## src/design/fe_defines.svh

```systemverilog
`ifndef FE_DEFINES_SVH
`define FE_DEFINES_SVH

// Instructions fetched per cycle
`define FE_IF_WIDTH 2

// Instructions decoded per cycle
`define FE_ID_WIDTH 2

// Buffer entries, power of two
`define FE_BUFFER_SIZE 8

// PC and instruction word width
`define FE_XLEN 32

// Fetch stalls at or below this many free entries
// Equal to the fetch width so one full group always fits
`define FE_STALL_MARGIN `FE_IF_WIDTH

`endif

```

## src/design/fe_pkg.sv

```systemverilog
`default_nettype none

package fe_pkg;

    // Major opcode class of a decoded instruction
    typedef enum logic [2:0] {
        OP_ALU    = 3'd0,
        OP_LOAD   = 3'd1,
        OP_STORE  = 3'd2,
        OP_BRANCH = 3'd3,
        OP_JUMP   = 3'd4,
        OP_OTHER  = 3'd5
    } op_class_e;

    // Fetch controller
    // REDIRECT lasts one cycle after a flush
    typedef enum logic [1:0] {
        FETCH_RUN      = 2'd0,
        FETCH_STALL    = 2'd1,
        FETCH_REDIRECT = 2'd2
    } fetch_state_e;

endpackage

`default_nettype wire

```

## src/design/decode_unit.sv

```systemverilog
`timescale 1ns/1ps
`default_nettype none

`include "fe_defines.svh"

module decode_unit
    import fe_pkg::*;
(
    input  logic                                clk,
    input  logic                                rst_n,
    input  logic                                flush_i,
    // Downstream capacity this cycle
    input  logic [$clog2(`FE_ID_WIDTH+1)-1:0]   issue_slots_i,
    // Buffer head
    input  logic [`FE_ID_WIDTH-1:0]             head_valid_i,
    input  logic [`FE_XLEN-1:0]                 head_pc_i[`FE_ID_WIDTH],
    input  logic [`FE_XLEN-1:0]                 head_instr_i[`FE_ID_WIDTH],
    output logic [`FE_ID_WIDTH-1:0]             accept_o,
    // Registered decode results
    output logic [`FE_ID_WIDTH-1:0]             dec_valid_o,
    output logic [`FE_XLEN-1:0]                 dec_pc_o[`FE_ID_WIDTH],
    output op_class_e                           dec_op_o[`FE_ID_WIDTH],
    output logic [4:0]                          dec_rd_o[`FE_ID_WIDTH]
);

    localparam int SLOT_W = $clog2(`FE_ID_WIDTH + 1);

    // RV32 major opcodes
    localparam logic [6:0] OPC_OP     = 7'b0110011;
    localparam logic [6:0] OPC_OP_IMM = 7'b0010011;
    localparam logic [6:0] OPC_LOAD   = 7'b0000011;
    localparam logic [6:0] OPC_STORE  = 7'b0100011;
    localparam logic [6:0] OPC_BRANCH = 7'b1100011;
    localparam logic [6:0] OPC_JAL    = 7'b1101111;
    localparam logic [6:0] OPC_JALR   = 7'b1100111;

    logic [SLOT_W-1:0] head_num;
    logic [SLOT_W-1:0] take_num;
    op_class_e         op_class[`FE_ID_WIDTH];
    logic [4:0]        rd_field[`FE_ID_WIDTH];

    function automatic op_class_e classify(input logic [6:0] opcode);
        op_class_e cls;
        case (opcode)
            OPC_OP, OPC_OP_IMM: cls = OP_ALU;
            OPC_LOAD:           cls = OP_LOAD;
            OPC_STORE:          cls = OP_STORE;
            OPC_BRANCH:         cls = OP_BRANCH;
            OPC_JAL, OPC_JALR:  cls = OP_JUMP;
            default:            cls = OP_OTHER;
        endcase
        return cls;
    endfunction

    // Head valid bits are a prefix
    always_comb begin
        head_num = '0;
        for (int i = 0; i < `FE_ID_WIDTH; i++) begin
            head_num = head_num + SLOT_W'(head_valid_i[i]);
        end
    end

    assign take_num = (issue_slots_i < head_num) ? issue_slots_i : head_num;

    for (genvar i = 0; i < `FE_ID_WIDTH; i++) begin : g_slot
        assign accept_o[i] = SLOT_W'(i) < take_num;
        assign op_class[i] = classify(head_instr_i[i][6:0]);
        // S and B formats reuse bits 11:7 for the immediate
        assign rd_field[i] = (op_class[i] == OP_STORE || op_class[i] == OP_BRANCH) ?
                             5'd0 : head_instr_i[i][11:7];
    end

    always_ff @(posedge clk or negedge rst_n) begin
        if (!rst_n) begin
            dec_valid_o <= '0;
        end else if (flush_i) begin
            dec_valid_o <= '0;
        end else begin
            dec_valid_o <= accept_o;
        end
    end

    // Payload only moves on accept
    always_ff @(posedge clk) begin
        for (int i = 0; i < `FE_ID_WIDTH; i++) begin
            if (accept_o[i]) begin
                dec_pc_o[i] <= head_pc_i[i];
                dec_op_o[i] <= op_class[i];
                dec_rd_o[i] <= rd_field[i];
            end
        end
    end

endmodule

`default_nettype wire

```

## src/design/fetch_unit.sv

```systemverilog
`timescale 1ns/1ps
`default_nettype none

`include "fe_defines.svh"

module fetch_unit
    import fe_pkg::*;
#(
    parameter logic [`FE_XLEN-1:0] RESET_PC = '0
) (
    input  logic                    clk,
    input  logic                    rst_n,
    // Control from buffer and backend
    input  logic                    stall_i,
    input  logic                    flush_i,
    input  logic [`FE_XLEN-1:0]     redirect_pc_i,
    // Instruction memory
    output logic [`FE_XLEN-1:0]     imem_addr_o,
    input  logic [`FE_XLEN-1:0]     imem_rdata_i[`FE_IF_WIDTH],
    // Fetch group to buffer
    output logic [`FE_IF_WIDTH-1:0] fetch_valid_o,
    output logic [`FE_XLEN-1:0]     fetch_pc_o[`FE_IF_WIDTH],
    output logic [`FE_XLEN-1:0]     fetch_instr_o[`FE_IF_WIDTH]
);

    // Bytes covered by one fetch group
    localparam logic [`FE_XLEN-1:0] GROUP_BYTES = `FE_XLEN'(`FE_IF_WIDTH * 4);

    fetch_state_e        state_q;
    fetch_state_e        state_d;
    logic [`FE_XLEN-1:0] pc_q;
    logic [`FE_XLEN-1:0] pc_d;
    logic                fetch_go;

    always_comb begin
        state_d  = state_q;
        pc_d     = pc_q;
        fetch_go = 1'b0;
        if (flush_i) begin
            // Group in flight is dropped, restart at the target
            state_d = FETCH_REDIRECT;
            pc_d    = redirect_pc_i;
        end else begin
            case (state_q)
                FETCH_RUN, FETCH_REDIRECT: begin
                    if (stall_i) begin
                        state_d = FETCH_STALL;
                    end else begin
                        fetch_go = 1'b1;
                        state_d  = FETCH_RUN;
                    end
                end
                FETCH_STALL: begin
                    // Wait one bubble after the buffer drains
                    if (!stall_i) begin
                        state_d = FETCH_RUN;
                    end
                end
                default: begin
                    state_d = FETCH_RUN;
                end
            endcase
            if (fetch_go) begin
                pc_d = pc_q + GROUP_BYTES;
            end
        end
    end

    always_ff @(posedge clk or negedge rst_n) begin
        if (!rst_n) begin
            state_q <= FETCH_RUN;
            pc_q    <= RESET_PC;
        end else begin
            state_q <= state_d;
            pc_q    <= pc_d;
        end
    end

    assign imem_addr_o = pc_q;

    // Memory returns PC, PC+4, ... in slot order
    for (genvar i = 0; i < `FE_IF_WIDTH; i++) begin : g_slot
        assign fetch_valid_o[i] = fetch_go;
        assign fetch_pc_o[i]    = pc_q + `FE_XLEN'(i * 4);
        assign fetch_instr_o[i] = imem_rdata_i[i];
    end

endmodule

`default_nettype wire

```

## src/design/frontend_top.sv

```systemverilog
`timescale 1ns/1ps
`default_nettype none

`include "fe_defines.svh"

module frontend_top
    import fe_pkg::*;
(
    input  logic                                clk,
    input  logic                                rst_n,
    // Mispredict redirect and downstream capacity
    input  logic                                flush_i,
    input  logic [`FE_XLEN-1:0]                 redirect_pc_i,
    input  logic [$clog2(`FE_ID_WIDTH+1)-1:0]   issue_slots_i,
    // Instruction memory
    output logic [`FE_XLEN-1:0]                 imem_addr_o,
    input  logic [`FE_XLEN-1:0]                 imem_rdata_i[`FE_IF_WIDTH],
    // Decoded slots
    output logic [`FE_ID_WIDTH-1:0]             dec_valid_o,
    output logic [`FE_XLEN-1:0]                 dec_pc_o[`FE_ID_WIDTH],
    output op_class_e                           dec_op_o[`FE_ID_WIDTH],
    output logic [4:0]                          dec_rd_o[`FE_ID_WIDTH]
);

    logic [`FE_IF_WIDTH-1:0] fetch_valid;
    logic [`FE_XLEN-1:0]     fetch_pc[`FE_IF_WIDTH];
    logic [`FE_XLEN-1:0]     fetch_instr[`FE_IF_WIDTH];
    logic                    buf_stall;
    logic [`FE_ID_WIDTH-1:0] head_valid;
    logic [`FE_XLEN-1:0]     head_pc[`FE_ID_WIDTH];
    logic [`FE_XLEN-1:0]     head_instr[`FE_ID_WIDTH];
    logic [`FE_ID_WIDTH-1:0] dec_accept;

    fetch_unit u_fetch (
        .clk           (clk),
        .rst_n         (rst_n),
        .stall_i       (buf_stall),
        .flush_i       (flush_i),
        .redirect_pc_i (redirect_pc_i),
        .imem_addr_o   (imem_addr_o),
        .imem_rdata_i  (imem_rdata_i),
        .fetch_valid_o (fetch_valid),
        .fetch_pc_o    (fetch_pc),
        .fetch_instr_o (fetch_instr)
    );

    instr_buffer u_buffer (
        .clk           (clk),
        .rst_n         (rst_n),
        .flush_i       (flush_i),
        .fetch_valid_i (fetch_valid),
        .fetch_pc_i    (fetch_pc),
        .fetch_instr_i (fetch_instr),
        .stall_o       (buf_stall),
        .head_valid_o  (head_valid),
        .head_pc_o     (head_pc),
        .head_instr_o  (head_instr),
        .accept_i      (dec_accept)
    );

    decode_unit u_decode (
        .clk           (clk),
        .rst_n         (rst_n),
        .flush_i       (flush_i),
        .issue_slots_i (issue_slots_i),
        .head_valid_i  (head_valid),
        .head_pc_i     (head_pc),
        .head_instr_i  (head_instr),
        .accept_o      (dec_accept),
        .dec_valid_o   (dec_valid_o),
        .dec_pc_o      (dec_pc_o),
        .dec_op_o      (dec_op_o),
        .dec_rd_o      (dec_rd_o)
    );

endmodule

`default_nettype wire

```

## src/design/instr_buffer.sv

```systemverilog
`timescale 1ns/1ps
`default_nettype none

`include "fe_defines.svh"

module instr_buffer #(
    parameter int IF_WIDTH    = `FE_IF_WIDTH,
    parameter int ID_WIDTH    = `FE_ID_WIDTH,
    parameter int BUFFER_SIZE = `FE_BUFFER_SIZE
) (
    input  logic                clk,
    input  logic                rst_n,
    input  logic                flush_i,
    // Fetch side
    input  logic [IF_WIDTH-1:0] fetch_valid_i,
    input  logic [`FE_XLEN-1:0] fetch_pc_i[IF_WIDTH],
    input  logic [`FE_XLEN-1:0] fetch_instr_i[IF_WIDTH],
    output logic                stall_o,
    // Decode side, slot 0 is the oldest entry
    output logic [ID_WIDTH-1:0] head_valid_o,
    output logic [`FE_XLEN-1:0] head_pc_o[ID_WIDTH],
    output logic [`FE_XLEN-1:0] head_instr_o[ID_WIDTH],
    input  logic [ID_WIDTH-1:0] accept_i
);

    localparam int PTR_W  = $clog2(BUFFER_SIZE);
    localparam int CNT_W  = $clog2(BUFFER_SIZE + 1);
    localparam int PUSH_W = $clog2(IF_WIDTH + 1);
    localparam int POP_W  = $clog2(ID_WIDTH + 1);

    // Entry storage
    logic [`FE_XLEN-1:0] pc_mem[BUFFER_SIZE];
    logic [`FE_XLEN-1:0] instr_mem[BUFFER_SIZE];

    logic [PTR_W-1:0]  rd_ptr;
    logic [PTR_W-1:0]  wr_ptr;
    logic [CNT_W-1:0]  count;
    logic [CNT_W-1:0]  free_cnt;
    logic [PUSH_W-1:0] push_num;
    logic [POP_W-1:0]  pop_num;
    logic [PTR_W-1:0]  wr_idx[IF_WIDTH];
    logic [PTR_W-1:0]  rd_idx[ID_WIDTH];

    // Incoming valid bits form a prefix, so the count is the write span
    always_comb begin
        push_num = '0;
        for (int i = 0; i < IF_WIDTH; i++) begin
            push_num = push_num + PUSH_W'(fetch_valid_i[i]);
        end
    end

    always_comb begin
        pop_num = '0;
        for (int i = 0; i < ID_WIDTH; i++) begin
            pop_num = pop_num + POP_W'(accept_i[i]);
        end
    end

    // Slot indices wrap with the pointer width
    always_comb begin
        for (int i = 0; i < IF_WIDTH; i++) begin
            wr_idx[i] = wr_ptr + PTR_W'(i);
        end
        for (int i = 0; i < ID_WIDTH; i++) begin
            rd_idx[i] = rd_ptr + PTR_W'(i);
        end
    end

    always_ff @(posedge clk) begin
        for (int i = 0; i < IF_WIDTH; i++) begin
            if (fetch_valid_i[i] && !flush_i) begin
                pc_mem[wr_idx[i]]    <= fetch_pc_i[i];
                instr_mem[wr_idx[i]] <= fetch_instr_i[i];
            end
        end
    end

    // Explicit count tells full from empty
    always_ff @(posedge clk or negedge rst_n) begin
        if (!rst_n) begin
            rd_ptr <= '0;
            wr_ptr <= '0;
            count  <= '0;
        end else if (flush_i) begin
            rd_ptr <= '0;
            wr_ptr <= '0;
            count  <= '0;
        end else begin
            rd_ptr <= rd_ptr + PTR_W'(pop_num);
            wr_ptr <= wr_ptr + PTR_W'(push_num);
            count  <= count + CNT_W'(push_num) - CNT_W'(pop_num);
        end
    end

    assign free_cnt = CNT_W'(BUFFER_SIZE) - count;
    assign stall_o  = free_cnt <= CNT_W'(`FE_STALL_MARGIN);

    for (genvar i = 0; i < ID_WIDTH; i++) begin : g_head
        assign head_valid_o[i] = CNT_W'(i) < count;
        assign head_pc_o[i]    = pc_mem[rd_idx[i]];
        assign head_instr_o[i] = instr_mem[rd_idx[i]];
    end

endmodule

`default_nettype wire

```

## config.mk

```make
export PLATFORM = sky130hd
export DESIGN_NAME = frontend_top
export DESIGN_NICKNAME = d
export VERILOG_FILES = /design/src/design/fe_pkg.sv /design/src/design/decode_unit.sv /design/src/design/fetch_unit.sv /design/src/design/frontend_top.sv /design/src/design/instr_buffer.sv
export VERILOG_INCLUDE_DIRS = /design/src /design/src/design
export SDC_FILE = /design/constraint.sdc
export NUM_CORES = 1
export LEC_CHECK = 0
export BUFFER_PORTS_ARGS = -buffer_cell sky130_fd_sc_hd__buf_2
export CAP_MARGIN = 20
export CORE_ASPECT_RATIO = 1.2
export CORE_MARGIN = 5
export CORE_UTILIZATION = 25
export DETAILED_ROUTE_END_ITERATION = 12
export PLACE_DENSITY = 0.41
export RECOVER_POWER = 100
export SLEW_MARGIN = 20
export SYNTH_ARGS = -nofsm -noshare
export SYNTH_HDL_FRONTEND = slang
export SYNTH_SLANG_ARGS = --single-unit
```

## constraint.sdc

```tcl
create_clock -name clk -period 5.6 [get_ports clk]
set_input_delay 1.4 -clock clk [delete_from_list [all_inputs] [get_ports clk]]
set_output_delay 1.4 -clock clk [all_outputs]
set_load 0.01 [all_outputs]
```

==> run metrics <==
status finished, violations left; failing checks max-capacitance violations, max-slew violations; Post-Syn Area per Cell 13.01 um2; layout cells sized above 1 17.66%; top-area cell type share of the netlist area 53.84%; met3 routed WL 4457 um; vias in the first global route 15,838; die area 102,700 um2; ANT nets after route 0; CTS Buffer Depth 3; Synth Cell Area 24,090 um2; CTS tree done; Crit. End Element flop; Net Count, Synth 1,969; Combinational Power Share 35.5%; main flop type after synthesis edfxtp_1; Final Setup Violations 0; H-tree depth 2; CP Data Required Time 5.81 ns; CP max-delay cell clkbuf_1; P_sw 5.220 mW; Post-synth top cells nand2_1 (469), edfxtp_1 (432), mux4_2 (160); dpl hpwl 49,480 um; Reg2Reg Launch Point u_buffer.count[1]; Seq/Total Area, Yosys 58.52%; crit-path cells clkbuf_1 -> or3_1 -> a211o_1 -> clkbuf_1 -> inv_2 -> clkbuf_1; EDFF count, synth 432; Final Skew 0.01861 ns; Internal 9.066 mW; postcts setup bufs 0; DR vias 15,176; Num CTS Buffers 54; endpoints failing hold 0; global route overflow 0; overall power 14.29 mW; initial core utilization 25.25%; Post-Syn Instances 1,852; Rel. slew slack -90.60%; Num Clock Sinks 477; initial antenna violation count 5; Routed WL per cell 24.00 um; Slew Limit Fails 326; first-pass iteration count of the detailed router 5; largest net degree at the start of global routing 58; I/O Buffers 174; Setup Crit Path Kind in2reg; f_max 219.1 MHz; Synth area leaders edfxtp_1 (54%), mux4_2 (15%), nand2_1 (7.3%); GRT Overall Usage 14.76%; Worst Max-Slew Pin Slew 2.859 ns; reg2reg setup slack 1.13 ns; total wire length 77,390 um; chip height 350.1 um; Worst setup SP type primary input; R2R depth 8; drt via density 4.707; RSZ-0062 raised after global routing no; synth-to-layout area growth 14.55%; PD cells 517.6 nW/um2; Worst path max stage delay 1.16 ns; DRC viols 0; Data arrival, critical path 4.77 ns; post-cts resize count 0; ys async rst share 9.434%; Hold Path Depth 1; CORE AREA 95,420 um2; # rows 124; max-capacitance violation count 11; clock slew at reported path FFs 0.06 ns; Net Sw Frac 36.54%; Clk Latency, worst-skew pair 0.63 ns; crit-path max FO 21; hold buffer count at cts 0; hold path endpoint u_fetch.state_q[0]; global-route wire length before repair 112,100 um; min cycle time layout 4.564 ns; nets 2,030; setup tns final 0 ns; reg2reg end u_buffer.pc_mem[0][3]; Reg power frac 39.4%; Worst VDD drop 0.3116 mV; hold slack 0.4492 ns; Warnings, synthesis 0; M1 WL 33,940 um; GP Congestion 0.7645; Die Wd 293.4 um; leakage power 9.186 nW; Clock Power Share 25.2%; clock root buffer clkbuf_16; Critical Path Most Common Cell clkbuf_1; max layer used met4; FILL cells 9,737; Yosys cell types 67; Final period util 81.50%; met2 wire len 37,530 um; cell taking the most area after synthesis edfxtp_1; min-delay worst type reg2reg; top-count cell post-synth nand2_1; register bit total from synthesis 477; number of DRC markers in iteration 0 997; I/O pins 215; Worst Hold Launch u_fetch.state_q[1]
final cells by class:
type,count,area [um2],area share [%]
flip-flops and latches,477,14110,51.11
multi-input cells,1134,9005,32.63
well taps,1260,1577,5.712
clock buffers,71,1425,5.164
repair buffers,217,1031,3.736
clock inverters,31,330.3,1.197
inverters,29,111.4,0.4035
diodes,5,12.51,0.04534
through the flow:
stage / utilization, % / std cells / worst slack, ns / area, um2
floorplan: - / 1852 / 1.595 / 24090
finish: 28.92 / 3224 / 1.036 / 27600
detailed placement: 27.36 / 3117 / 1.872 / 26100
CTS: 29.19 / 3219 / 1.844 / 27860
global route: 28.91 / 3219 / 0.8456 / 27590
global placement: 27.36 / 3117 / 1.891 / 26100
cells in the final DEF (no fill, tap or decap), types with 6 or more instances in the layout:
cell type and instances:
or4_1 7, clkbuf_1 163, ha_1 12, clkinv_1 8
mux4_2 160, nor3_1 27, and4_1 8, nand4_1 16
a31oi_1 8, bufinv_16 6, nor2_4 10, a211oi_1 9
o21ai_0 23, inv_1 23, a21oi_1 18, xnor2_1 70
a2111oi_0 10, buf_2 47, mux2_2 7, nor2_1 92
mux2i_1 8, xor2_1 68, buf_12 6, clkinv_2 11
edfxtp_1 432, clkbuf_16 54, nand2_1 469, nand2b_1 6
nand3_1 25, nor2b_1 7, dfrtp_1 43, buf_4 13
metal layers:
layer	vias up	GRT usage, %
met5	-	0
met4	0	3.260
met3	87	2.710
met2	416	24.79
met1	7858	20.08
li1	6815	-
power by group through the flow:
stage / combinational, mW / sequential [mW] / clock [mW]
floorplan: 3.29 / 5.56 / 0
global placement: 5.29 / 5.64 / 0
detailed placement: 5.30 / 5.67 / 0
CTS: 5.32 / 5.61 / 3.70
global route: 5.56 / 5.72 / 3.84
finish: 5.06 / 5.63 / 3.59
worst max path at each step:
stage,startpoint,end,slack [ns],cells past startpoint
floorplan,issue_slots_i[1],u_buffer.count[3],1.59,10
global placement,u_buffer.rd_ptr[0],u_decode.dec_pc_o[23],1.89,5
detailed placement,u_buffer.rd_ptr[0],u_decode.dec_pc_o[23],1.87,5
CTS,u_buffer.rd_ptr[0],u_decode.dec_pc_o[23],1.84,5
global route,flush_i,u_buffer.pc_mem[2][18],0.85,5
finish,flush_i,u_buffer.pc_mem[0][3],1.04,6
critical path, delay by kind of cell:
| kind | cells | cell delay [ns] |
|---|---|---|
| AO/OA/AOI/OAI | 1 | 0.29 |
| buffers and inverters | 4 | 2.53 |
| AND/OR/NAND/NOR | 1 | 0.51 |
registers in the layout, summed over array words and instances (netlist names):
name                  count
u_buffer.pc_mem         256
u_buffer.instr_mem       96
u_decode.dec_pc_o        64
u_fetch.imem_addr_o      32
u_decode.dec_rd_o        10
u_decode.dec_op_o         6
u_buffer.count            4
u_buffer.rd_ptr           3
u_buffer.wr_ptr           2
u_decode.dec_valid_o      2
u_fetch.state_q           2
cell families after synthesis:
family	synth area share (%)
buffers and inverters	4.201
DFF	58.52
xor gates and xnor gates	5.053
adders and majority gates	0.9244
muxes	15.62
AOI/OAI and AO/OA	3.116
and+or+nand+nor	12.57
Note: power is estimated with default switching activity, not from simulation.
